$ cat src/plb_pkg.sv
`default_nettype none

package plb_pkg;

  localparam int addr_w = 32;                   // Bus address width
  localparam int data_w = 32;                   // Bus data width
  localparam int be_w   = data_w / 8;           // One enable per byte

  localparam int fifo_depth = 8;

  // Free slots at which nearly-full rises, covering the engine's two
  // in-flight stages plus the beat popped in the same cycle
  localparam int nf_margin  = 3;

  typedef struct packed {
    logic [addr_w-1:0] addr;
    logic [data_w-1:0] data;
    logic [be_w-1:0]   be;
  } plb_wr_t;

endpackage

`default_nettype wire

$ cat src/axi_pkg.sv
`default_nettype none

package axi_pkg;

  localparam int id_w    = 4;
  localparam int addr_w  = plb_pkg::addr_w;     // AXI side uses the bus address width
  localparam int len_w   = 8;
  localparam int size_w  = 3;
  localparam int burst_w = 2;
  localparam int resp_w  = 2;

  localparam logic [burst_w-1:0] burst_incr = 2'b01;

  localparam logic [resp_w-1:0] resp_okay   = 2'b00;
  localparam logic [resp_w-1:0] resp_slverr = 2'b10;

  // AW request
  typedef struct packed {
    logic [id_w-1:0]    id;
    logic [addr_w-1:0]  addr;
    logic [len_w-1:0]   len;                    // Beats minus one
    logic [size_w-1:0]  size;                   // Log2 of bytes per beat
    logic [burst_w-1:0] burst;
  } ax_req_t;

  // W beat, sized to the PLB data path
  typedef struct packed {
    logic [plb_pkg::data_w-1:0] data;
    logic [plb_pkg::be_w-1:0]   strb;
    logic                       last;
  } w_beat_t;

  // B response
  typedef struct packed {
    logic [id_w-1:0]   id;
    logic [resp_w-1:0] resp;
  } b_rsp_t;

endpackage

`default_nettype wire

$ cat src/ipsaxi_fifo.sv
`timescale 1ns/1ns
`default_nettype none

module ipsaxi_fifo #(
  parameter type payload_t = logic,
  parameter int  DEPTH     = plb_pkg::fifo_depth,
  parameter int  NF_MARGIN = plb_pkg::nf_margin
) (
  input  wire           clk,
  input  wire           rst_n,
  input  wire payload_t in_data,
  input  wire           in_valid,
  output logic          in_ready,
  output logic          nf,
  output payload_t      out_data,
  output logic          out_valid,
  input  wire           out_ready
);

  localparam int pw = (DEPTH > 1) ? $clog2(DEPTH) : 1;
  localparam int cw = $clog2(DEPTH + 1);

  localparam logic [pw-1:0] last_ptr = pw'(DEPTH - 1);
  localparam logic [cw-1:0] full_cnt = cw'(DEPTH);
  localparam logic [cw-1:0] nf_level = cw'(DEPTH - NF_MARGIN);

  payload_t      mem [DEPTH];
  logic [pw-1:0] wr_ptr;
  logic [pw-1:0] rd_ptr;
  logic [cw-1:0] count;
  logic          do_push;
  logic          do_pop;

  assign in_ready  = (count != full_cnt);
  assign out_valid = (count != '0);
  assign nf        = (count >= nf_level);       // Free slots at or below margin
  assign out_data  = mem[rd_ptr];

  assign do_push = in_valid && in_ready;
  assign do_pop  = out_valid && out_ready;

  always_ff @(posedge clk) begin
    if (do_push) begin
      mem[wr_ptr] <= in_data;
    end
  end

  always_ff @(posedge clk) begin
    if (!rst_n) begin
      wr_ptr <= '0;
      rd_ptr <= '0;
      count  <= '0;
    end else begin
      if (do_push) begin
        wr_ptr <= (wr_ptr == last_ptr) ? '0 : wr_ptr + pw'(1);
      end
      if (do_pop) begin
        rd_ptr <= (rd_ptr == last_ptr) ? '0 : rd_ptr + pw'(1);
      end
      count <= count + cw'(do_push) - cw'(do_pop);
    end
  end

endmodule

`default_nettype wire

$ cat src/ipsaxi_wr.sv
`timescale 1ns/1ns
`default_nettype none

module ipsaxi_wr (
  input  wire                   clk,
  input  wire                   rst_n,
  input  wire axi_pkg::ax_req_t aw,
  input  wire                   awvalid,
  output logic                  awready,
  input  wire axi_pkg::w_beat_t w,
  input  wire                   wvalid,
  output logic                  wready,
  output axi_pkg::b_rsp_t       b,
  output logic                  bvalid,
  input  wire                   bready,
  output plb_pkg::plb_wr_t      rd,
  output logic                  rdvld,
  input  wire                   rdrdy
);

  axi_pkg::ax_req_t aw_head;
  logic             aw_head_vld;
  logic             aw_pop;

  axi_pkg::w_beat_t w_head;
  logic             w_head_vld;
  logic             w_pop;

  plb_pkg::plb_wr_t plb_req;
  logic             plb_push;
  logic             plb_nf;

  axi_pkg::b_rsp_t  b_rsp;
  logic             b_push;
  logic             b_nf;

  ipsaxi_fifo #(
    .payload_t (axi_pkg::ax_req_t),
    .DEPTH     (plb_pkg::fifo_depth),
    .NF_MARGIN (plb_pkg::nf_margin)
  ) u_aw_fifo (
    .clk (clk), .rst_n (rst_n),
    .in_data (aw), .in_valid (awvalid), .in_ready (awready), .nf (),
    .out_data (aw_head), .out_valid (aw_head_vld), .out_ready (aw_pop)
  );

  ipsaxi_fifo #(
    .payload_t (axi_pkg::w_beat_t),
    .DEPTH     (plb_pkg::fifo_depth),
    .NF_MARGIN (plb_pkg::nf_margin)
  ) u_w_fifo (
    .clk (clk), .rst_n (rst_n),
    .in_data (w), .in_valid (wvalid), .in_ready (wready), .nf (),
    .out_data (w_head), .out_valid (w_head_vld), .out_ready (w_pop)
  );

  ipsaxi_wr_burst u_burst (
    .clk (clk), .rst_n (rst_n),
    .aw (aw_head), .aw_valid (aw_head_vld), .aw_pop (aw_pop),
    .w (w_head), .w_valid (w_head_vld), .w_pop (w_pop),
    .plb_nf (plb_nf), .b_nf (b_nf),
    .plb_push (plb_push), .plb (plb_req),
    .b_push (b_push), .b (b_rsp)
  );

  // Nearly-full margin leaves room for in-flight beats
  ipsaxi_fifo #(
    .payload_t (plb_pkg::plb_wr_t),
    .DEPTH     (plb_pkg::fifo_depth),
    .NF_MARGIN (plb_pkg::nf_margin)
  ) u_plb_fifo (
    .clk (clk), .rst_n (rst_n),
    .in_data (plb_req), .in_valid (plb_push), .in_ready (), .nf (plb_nf),
    .out_data (rd), .out_valid (rdvld), .out_ready (rdrdy)
  );

  ipsaxi_fifo #(
    .payload_t (axi_pkg::b_rsp_t),
    .DEPTH     (plb_pkg::fifo_depth),
    .NF_MARGIN (plb_pkg::nf_margin)
  ) u_b_fifo (
    .clk (clk), .rst_n (rst_n),
    .in_data (b_rsp), .in_valid (b_push), .in_ready (), .nf (b_nf),
    .out_data (b), .out_valid (bvalid), .out_ready (bready)
  );

endmodule

`default_nettype wire

$ cat src/ipsaxi_wr_burst.sv
`timescale 1ns/1ns
`default_nettype none

module ipsaxi_wr_burst (
  input  wire                   clk,
  input  wire                   rst_n,
  input  wire axi_pkg::ax_req_t aw,
  input  wire                   aw_valid,
  output logic                  aw_pop,
  input  wire axi_pkg::w_beat_t w,
  input  wire                   w_valid,
  output logic                  w_pop,
  input  wire                   plb_nf,
  input  wire                   b_nf,
  output logic                  plb_push,
  output plb_pkg::plb_wr_t      plb,
  output logic                  b_push,
  output axi_pkg::b_rsp_t       b
);

  typedef logic [axi_pkg::addr_w-1:0] addr_t;
  typedef logic [axi_pkg::len_w-1:0]  len_t;

  // Open burst
  axi_pkg::ax_req_t req;
  logic             busy;
  len_t             cnt;                        // Index of the next beat
  addr_t            next_addr;

  // Beat being popped this cycle
  axi_pkg::ax_req_t cur;
  logic             stall;
  logic             start;
  logic             take;
  len_t             beat_idx;
  addr_t            beat_addr;
  addr_t            beat_step;
  logic             beat_final;

  // Stage 1
  logic                          s1_vld;
  plb_pkg::plb_wr_t              s1_plb;
  logic                          s1_final;
  logic                          s1_last;
  logic [axi_pkg::id_w-1:0]      s1_id;
  logic [axi_pkg::burst_w-1:0]   s1_burst;

  assign stall = plb_nf || b_nf;
  assign start = !busy && aw_valid && w_valid && !stall;
  assign take  = start || (busy && w_valid && !stall);

  assign aw_pop = start;
  assign w_pop  = take;

  // First beat comes straight from the AW head
  assign cur        = start ? aw : req;
  assign beat_idx   = start ? '0 : cnt;
  assign beat_addr  = start ? aw.addr : next_addr;
  assign beat_step  = addr_t'(1) << cur.size;
  assign beat_final = (beat_idx == cur.len);  // wlast plays no part here

  always_ff @(posedge clk) begin
    if (!rst_n) begin
      busy <= 1'b0;
      cnt  <= '0;
    end else if (take) begin
      busy <= !beat_final;                      // Idle again right after final beat
      cnt  <= beat_idx + len_t'(1);
    end
  end

  always_ff @(posedge clk) begin
    if (start) begin
      req <= aw;
    end
    if (take) begin
      next_addr <= beat_addr + beat_step;       // Plain rollover, any burst type
    end
  end

  always_ff @(posedge clk) begin
    if (!rst_n) begin
      s1_vld <= 1'b0;
    end else begin
      s1_vld <= take;
    end
  end

  always_ff @(posedge clk) begin
    s1_plb.addr <= beat_addr;
    s1_plb.data <= w.data;
    s1_plb.be   <= w.strb;
    s1_final    <= beat_final;
    s1_last     <= w.last;
    s1_id       <= cur.id;
    s1_burst    <= cur.burst;
  end

  // Stage 2 drives the outputs
  always_ff @(posedge clk) begin
    if (!rst_n) begin
      plb_push <= 1'b0;
      b_push   <= 1'b0;
    end else begin
      plb_push <= s1_vld;
      b_push   <= s1_vld && s1_final;           // Same cycle as the final PLB push
    end
  end

  always_ff @(posedge clk) begin
    plb  <= s1_plb;
    b.id <= s1_id;
    if ((s1_burst != axi_pkg::burst_incr) || !s1_last) begin
      b.resp <= axi_pkg::resp_slverr;
    end else begin
      b.resp <= axi_pkg::resp_okay;
    end
  end

endmodule

`default_nettype wire

$ cat config.mk
export PLATFORM = sky130hd
export DESIGN_NAME = ipsaxi_wr
export DESIGN_NICKNAME = d
export VERILOG_FILES = /design/src/plb_pkg.sv /design/src/axi_pkg.sv /design/src/ipsaxi_fifo.sv /design/src/ipsaxi_wr.sv /design/src/ipsaxi_wr_burst.sv
export SDC_FILE = /design/constraint.sdc
export NUM_CORES = 1
export LEC_CHECK = 0
export ABC_AREA = 1
export CORE_MARGIN = 2
export CORE_UTILIZATION = 45
export CTS_BUF_LIST = sky130_fd_sc_hd__clkbuf_8
export DETAILED_ROUTE_END_ITERATION = 8
export DONT_BUFFER_PORTS = 1
export SLEW_MARGIN = 10
export SYNTH_ARGS = -nofsm -noshare
export SYNTH_HDL_FRONTEND = slang
export SYNTH_SLANG_ARGS = --single-unit
$ cat constraint.sdc
create_clock -name clk -period 9.6 [get_ports clk]
set_clock_uncertainty 0.1 [all_clocks]
set_input_delay 0 -clock clk [delete_from_list [all_inputs] [get_ports clk]]
set_output_delay 0 -clock clk [all_outputs]
set_load 0.005 [all_outputs]
==> results of run 1 <==
## registers in the layout (all words and copies together), names as in the netlist, 4 cells and up, named ones only
register	count
u_burst.req	17
u_plb_fifo.mem	544
u_b_fifo.mem	40
u_burst.s1_plb	68
u_w_fifo.mem	296
u_plb_fifo.count	4
u_burst.cnt	8
u_w_fifo.count	4
u_burst.b	5
u_burst.next_addr	32
u_aw_fifo.mem	392
u_burst.plb	68
u_b_fifo.count	4
u_aw_fifo.count	4
## cells in the final DEF (no fill, tap or decap), types with 3 or more instances in the layout
master         count
o211ai_1          19
dfxtp_2            3
inv_1            228
bufinv_16          8
inv_2              8
o22ai_1          118
o21ai_0          565
o21ai_2            3
a21oi_1           37
clkinvlp_4         5
dfxtp_1          208
fa_1               5
nand2_1          409
xor2_1            14
nand2_2           26
clkbuf_8         265
edfxtp_1        1310
xnor2_1            7
nor2_2            14
a211oi_1           4
inv_4              3
diode_2            3
buf_12             3
dlygate4sd3_1    188
o211a_1            5
a31oi_1          127
clkinv_2          33
clkinv_1          39
nand4_1            5
inv_6              4
o221ai_1           6
nor2_1          1031
nand3_1          171
dfxtp_4            4
buf_4             49
o21ai_1           21
ha_1              51
nand3b_1          10
nor2_4            29
## layer usage
layer	wire, µm	up-vias	share of wire, %	global-route usage (%)
li1	-	16971	-	-
met1	60860	17401	44	28.34
met2	62710	1018	46	32.02
met3	10200	209	7.4	4.966
met4	3197	4	2.3	6.907
met5	26	-	0.019	0
## repair_timing
action                    in CTS  in global routing
setup buffers                  0                  0
hold endpoints to repair     749                  0
hold buffers                 190                  0
## power breakdown
| group | internal, W | switching (W) |
|---|---|---|
| Clock | 0.00274 | 0.00247 |
| Combinational | 0.00131 | 0.00324 |
| Sequential | 0.00844 | 0.000765 |
| Total | 0.0125 | 0.00648 |
## worst max-delay path by stage
| stage | from | to | slack (ns) | cells past startpoint |
|---|---|---|---|---|
| 3_5_place_dp | flip-flop | u_burst.next_addr[22]$_DFFE_PN_ | 4.64 | 20 |
| 3_3_place_gp | flip-flop | u_burst.next_addr[22]$_DFFE_PN_ | 4.68 | 20 |
| 4_1_cts | flip-flop | u_burst.next_addr[22]$_DFFE_PN_ | 4.59 | 20 |
| 2_1_floorplan | u_plb_fifo.count[2]$_SDFF_PN0_ | u_plb_fifo.mem[0][0]$_DFFE_PP_ | 5.27 | 7 |
| 5_1_grt | flip-flop | u_burst.next_addr[22]$_DFFE_PN_ | 4.06 | 19 |
| 6_report | flip-flop | u_burst.next_addr[22]$_DFFE_PN_ | 4.53 | 20 |
## per-stage QoR
stage	area (µm²)	std cells	utilization [%]	total power, W	hold WS, ns
after floorplan	58240	4633	-	0.01215	-0.001131
after global placement	59820	6158	46.73	0.01369	-0.0007918
after detailed placement	59820	6158	46.73	0.01378	-0.0008676
after CTS	66370	6789	51.85	0.01911	0.02016
after global routing	66370	6790	51.85	0.02004	0.1054
final	66380	6792	51.85	0.01897	0.1275
## logic make-up (layout without fill, tap and decap cells)
kind of cell / after synthesis / in the layout / share of synthesized area, %
simple gates: 1709 / 1709 / 11.84
xor+xnor: 21 / 21 / 0.3158
buf+inv: 410 / 837 / 3.048
fa+ha+maj: 56 / 56 / 1.268
compound gates: 911 / 911 / 8.589
other cells: 1 / 4 / 0.006439
flops: 1525 / 1525 / 74.93
## worst reg2reg max path: cells and delay by family, from the launching register on
kind | cells | cell delay [ns]
AOI/OAI and AO/OA | 5 | 1.15
DFF | 1 | 0.86
and+or+nand+nor | 12 | 1.10
adders and majority gates | 2 | 0.70
buffers and inverters | 1 | 0.92
## layout make-up
type | instances | area [µm²] | share of cell area (%)
diodes | 3 | 7.507 | 0.01131
clock buffers | 265 | 3647 | 5.495
clock inverters | 176 | 982.2 | 1.480
inverters | 156 | 601.8 | 0.9067
multi-input cells | 2698 | 13010 | 19.59
flip-flops and latches | 1525 | 43660 | 65.78
well taps | 1729 | 2163 | 3.259
repair buffers | 240 | 2310 | 3.480
==> flow_summary.yaml, run 1 <==
status:
  status: "completed"
timing:
  fmax_mhz: 197.1
  postLayoutSetupSlackWorst_ns: 4.525
  rsz0062_at_grt: "false"
  setup_tns_ns: 0
  min_period_ns: 5.075
  setup_violations: 0
  slew_viol_final: 0
  slew_headroom_pct: 25.40
  tightest_slew_ns: 1.116
  fin_crit_sh_pct: 52.86
  finalHoldViolCount: 0
yosys:
  synth_seq_cells: 1525
  avgSynthCellArea_um2: 12.57
  ys.warnings.count: 0
  synthFlopType: "edfxtp_1"
  synthTopCellsByCount: "edfxtp_1, nor2_1, o21ai_0, nand2_1, dfxtp_1"
  mappedNetlistArea_um2: 58240
  syn_inst: 4633
  yosysTopAreaCell: "edfxtp_1"
  yosysUniqueCellTypes: 49
  ys_seq_area_share_pct: 74.93
  syn-num-nets: 4781
  async_flop_share_pct: 0
  synth_edf_count: 1310
  yosysMostFrequentCell: "edfxtp_1"
  netlist_top_cells_area: "edfxtp_1, dfxtp_1, nor2_1"
  synth_top_cell_area_share_pct: 67.54
worst_setup_path:
  arrival_ns: 5.65
  start_kind: "flip-flop"
  critPathBufInv: 1
  cpMaxStageDelayCell: "buf_4"
  r2r_setup_slack_ns: 4.53
  crit_type: "flip-flop to flip-flop"
  crit_path_max_fanout: 95
  cp-end-kind: "flip-flop"
  crit_path_cell_trace: "buf_4, o21ai_0, o22ai_1, nand2_1, nand2_1, o21ai_1, nand2_1, nor2_1, ha_1, fa_1, nand3_1, nand2_1, a31oi_1, o21ai_0, nand3_1, nor2_4, nand2_2, nor2_1, nand2_1, nand2_1"
  crit_top_cell: "nand2_1"
  timing.rr.end: "u_burst.next_addr[22]$_DFFE_PN_"
  worst-r2r-cell-count: 20
  critPathMaxStageDelay_ns: 0.89
  required_ns: 10.17
  critPathTopFamily: "simple AND/OR/NAND/NOR gates"
clock_tree:
  cts_sinks: 1525
  ctsResizeCount: 0
  htreeDepth: 4
  insertion_delay_ns: 0.95
  cts_tree: "built"
  cts.clk_slew.worst_paths_ns: 0.06
  cts_buffers: 233
  cts-root-buf: "clkbuf_8"
  clockBufferDepth: 3
global_route:
  grt_pass1_wl_mm: 205.4
  grt_pass1_vias: 34329
  grt_overflow_total: 0
  antenna_found_initial: 9
  grt_usage_pct: 20.54
  grt_max_degree: 199
finish:
  layout-drive-gt1-share_pct: 9.289
  area_delta_synth_final_pct: 13.97
  fillers: 10953
  layout.nets: 5002
placed_design:
  dp_hpwl_mm: 72.17
  numPortBuffers: 0
  gp_congestion: 0.8363
  place_ws_ns: 4.637
routing:
  wirelength_mm: 137.0
  drtIter0Drc: 2983
  wire_per_inst_um: 20.17
  route.detailed.drc: 0
  drtAntennaViolNets: 0
  viasPerCell: 5.242
  num_vias: 35603
  dr.pass1.iters: 6
power_and_ir_drop:
  power.density_nw_per_um2: 285.8
  p_leak_nw: 23.29
  ir_worst_vdd_mv: 0.1925
floorplanning:
  dieHeight_um: 363.8
  die_x_um: 363.8
  dieArea_um2: 132300
  boundaryPins: 170
  rows: 131
  initial_core_util_pct: 45.50
  core-area_um2: 128000
hold_path:
  min_path_type: "primary input to flip-flop"
  hold_path_end: "u_aw_fifo.wr_ptr[0]$_SDFFE_PN0P_"
  worstHoldStart: "awvalid"
  whs_path_depth: 5
job:
  drv_cap: 0
Note: power is estimated with default switching activity, not from simulation.
==> inputs of run 2 (changes only) <==
- clock period: 9.6 -> 4.4 ns (I/O delays scaled with it)
==> run 2 against run 1 <==
Worst hold slack better by 0.028 ns. Flip-flop and latch count did not move. Fmax increased by 31%.
==> flow_summary.yaml, run 2 (synthesis results as in run 1) <==
routing:
  drtAntennaViolNets: 0
  viasPerCell: 5.226
  dr.pass1.iters: 7
  drtIter0Drc: 2915
  route.detailed.drc: 0
  wire_per_inst_um: 20.01
  wirelength_mm: 136.8
  num_vias: 35718
timing:
  whs_ns: 0.1555
  slew_viol_final: 0
  setup_tns_ns: 0
  slew_headroom_pct: 23.11
  fmax_mhz: 257.4
  postLayoutSetupSlackWorst_ns: 0.5147
  rsz0062_at_grt: "false"
  tightest_slew_ns: 1.153
  min_period_ns: 3.885
  setup_violations: 0
  fin_crit_sh_pct: 88.30
  finalHoldViolCount: 0
global_route:
  grt_pass1_wl_mm: 206.9
  antenna_found_initial: 9
  grt_max_degree: 160
  grt_usage_pct: 20.58
  grt_pass1_vias: 34593
  grt_overflow_total: 0
worst_setup_path:
  required_ns: 4.99
  arrival_ns: 4.47
  crit_type: "flip-flop to flip-flop"
  start_kind: "flip-flop"
  crit_path_max_fanout: 60
  cp-end-kind: "flip-flop"
clock_tree:
  cts-root-buf: "clkbuf_8"
  cts.clk_slew.worst_paths_ns: 0.06
  clockBufferDepth: 3
  cts_tree: "built"
  htreeDepth: 4
  insertion_delay_ns: 0.96
  cts_sinks: 1525
  cts_buffers: 238
power_and_ir_drop:
  ir_worst_vdd_mv: 0.4479
  p_leak_nw: 23.57
  power.density_nw_per_um2: 620.2
hold_path:
  min_path_type: "primary input to flip-flop"
  worstHoldStart: "bready"
finish:
  post-route-util_pct: 52.22
  top_register: "u_plb_fifo.mem"
  fillers: 10882
  largest_register_ffs: 544
  layout_common_cells: "edfxtp_1, nor2_1, o21ai_0"
  area_delta_synth_final_pct: 14.78
  layout_commonest_cell: "edfxtp_1"
  layout-drive-gt1-share_pct: 9.875
  layout.nets: 5038
  final_cell_count_no_fill: 6835
  top_regs: "u_plb_fifo.mem: 544 flops, u_aw_fifo.mem: 392 flops, u_w_fifo.mem: 296 flops"
job:
  drv_cap: 0
placed_design:
  numPortBuffers: 0
  dp_hpwl_mm: 75.57
  placedCellCount: 6188
  gp_congestion: 0.8202
  place_ws_ns: 0.5373
status:
  status: "completed"
floorplanning:
  die_x_um: 363.8
  initial_core_util_pct: 45.50
  core-area_um2: 128000
  boundaryPins: 170
  dieArea_um2: 132300
  rows: 131
  dieHeight_um: 363.8
-- run 2: critical path, stage by stage, from the launching register on --
cell	delay, ns
dfxtp_4	0.35
buf_4	0.51
o21ai_0	0.21
o22ai_1	0.18
nand2_1	0.07
nand2_1	0.10
o21ai_1	0.09
nand2_1	0.11
nor2_1	0.05
ha_1	0.22
fa_1	0.47
nand3_1	0.10
nand2_1	0.09
a31oi_1	0.27
o21ai_0	0.18
nand3_1	0.19
nor2_4	0.09
nand3_1	0.08
nand2_1	0.05
nand2_1	0.06
inv_1	0.04
-- run 2: layer usage --
| metal | wire (µm) | global-route usage [%] | vias up | part of all wire, % |
|---|---|---|---|---|
| met5 | 16 | 0 | - | 0.012 |
| met4 | 2659 | 6.289 | 2 | 1.9 |
| met3 | 9506 | 4.260 | 198 | 7.0 |
| met2 | 62540 | 31.94 | 1043 | 46 |
| met1 | 62040 | 29.23 | 17424 | 45 |
| li1 | - | - | 17051 | - |
-- run 2: metrics by stage --
step	area (µm²)	power, W
detailed placement	60260	0.03022
finish	66850	0.04146
CTS	66840	0.04181
global route	66850	0.04382
global placement	60260	0.03004
floorplan	58240	0.02652
-- run 2: repair_timing --
item,CTS,global route
hold buffers,191,0
setup buffers,0,0
gates resized for setup,0,0
endpoints found under the hold margin,1030,0
-- run 2: final timing paths --
check	slack [ns]	cells after the start	to
min reg2reg	0.22	0	u_burst.plb[33]$_DFF_P_
max	0.51	20	u_burst.next_addr[20]$_DFFE_PN_
min	0.16	5	u_b_fifo.rd_ptr[2]$_SDFFE_PN0P_
max reg2reg	0.51	20	u_burst.next_addr[20]$_DFFE_PN_
-- run 2: where the power goes --
part | switching (W) | internal (W)
Combinational | 0.00719 | 0.00302
Clock | 0.00545 | 0.00586
Sequential | 0.00153 | 0.0184
Total | 0.0142 | 0.0273
-- run 2: final cells by class --
cell class              count  area [µm²]  area share [%]
flip-flops and latches   1525       43660           65.31
multi-input cells        2698       13010           19.46
clock buffers             270        3716           5.559
repair buffers            271        2758           4.125
well taps                1729        2163           3.236
clock inverters           184       938.4           1.404
inverters                 156       601.8          0.9003
diodes                      2       5.005        0.007487
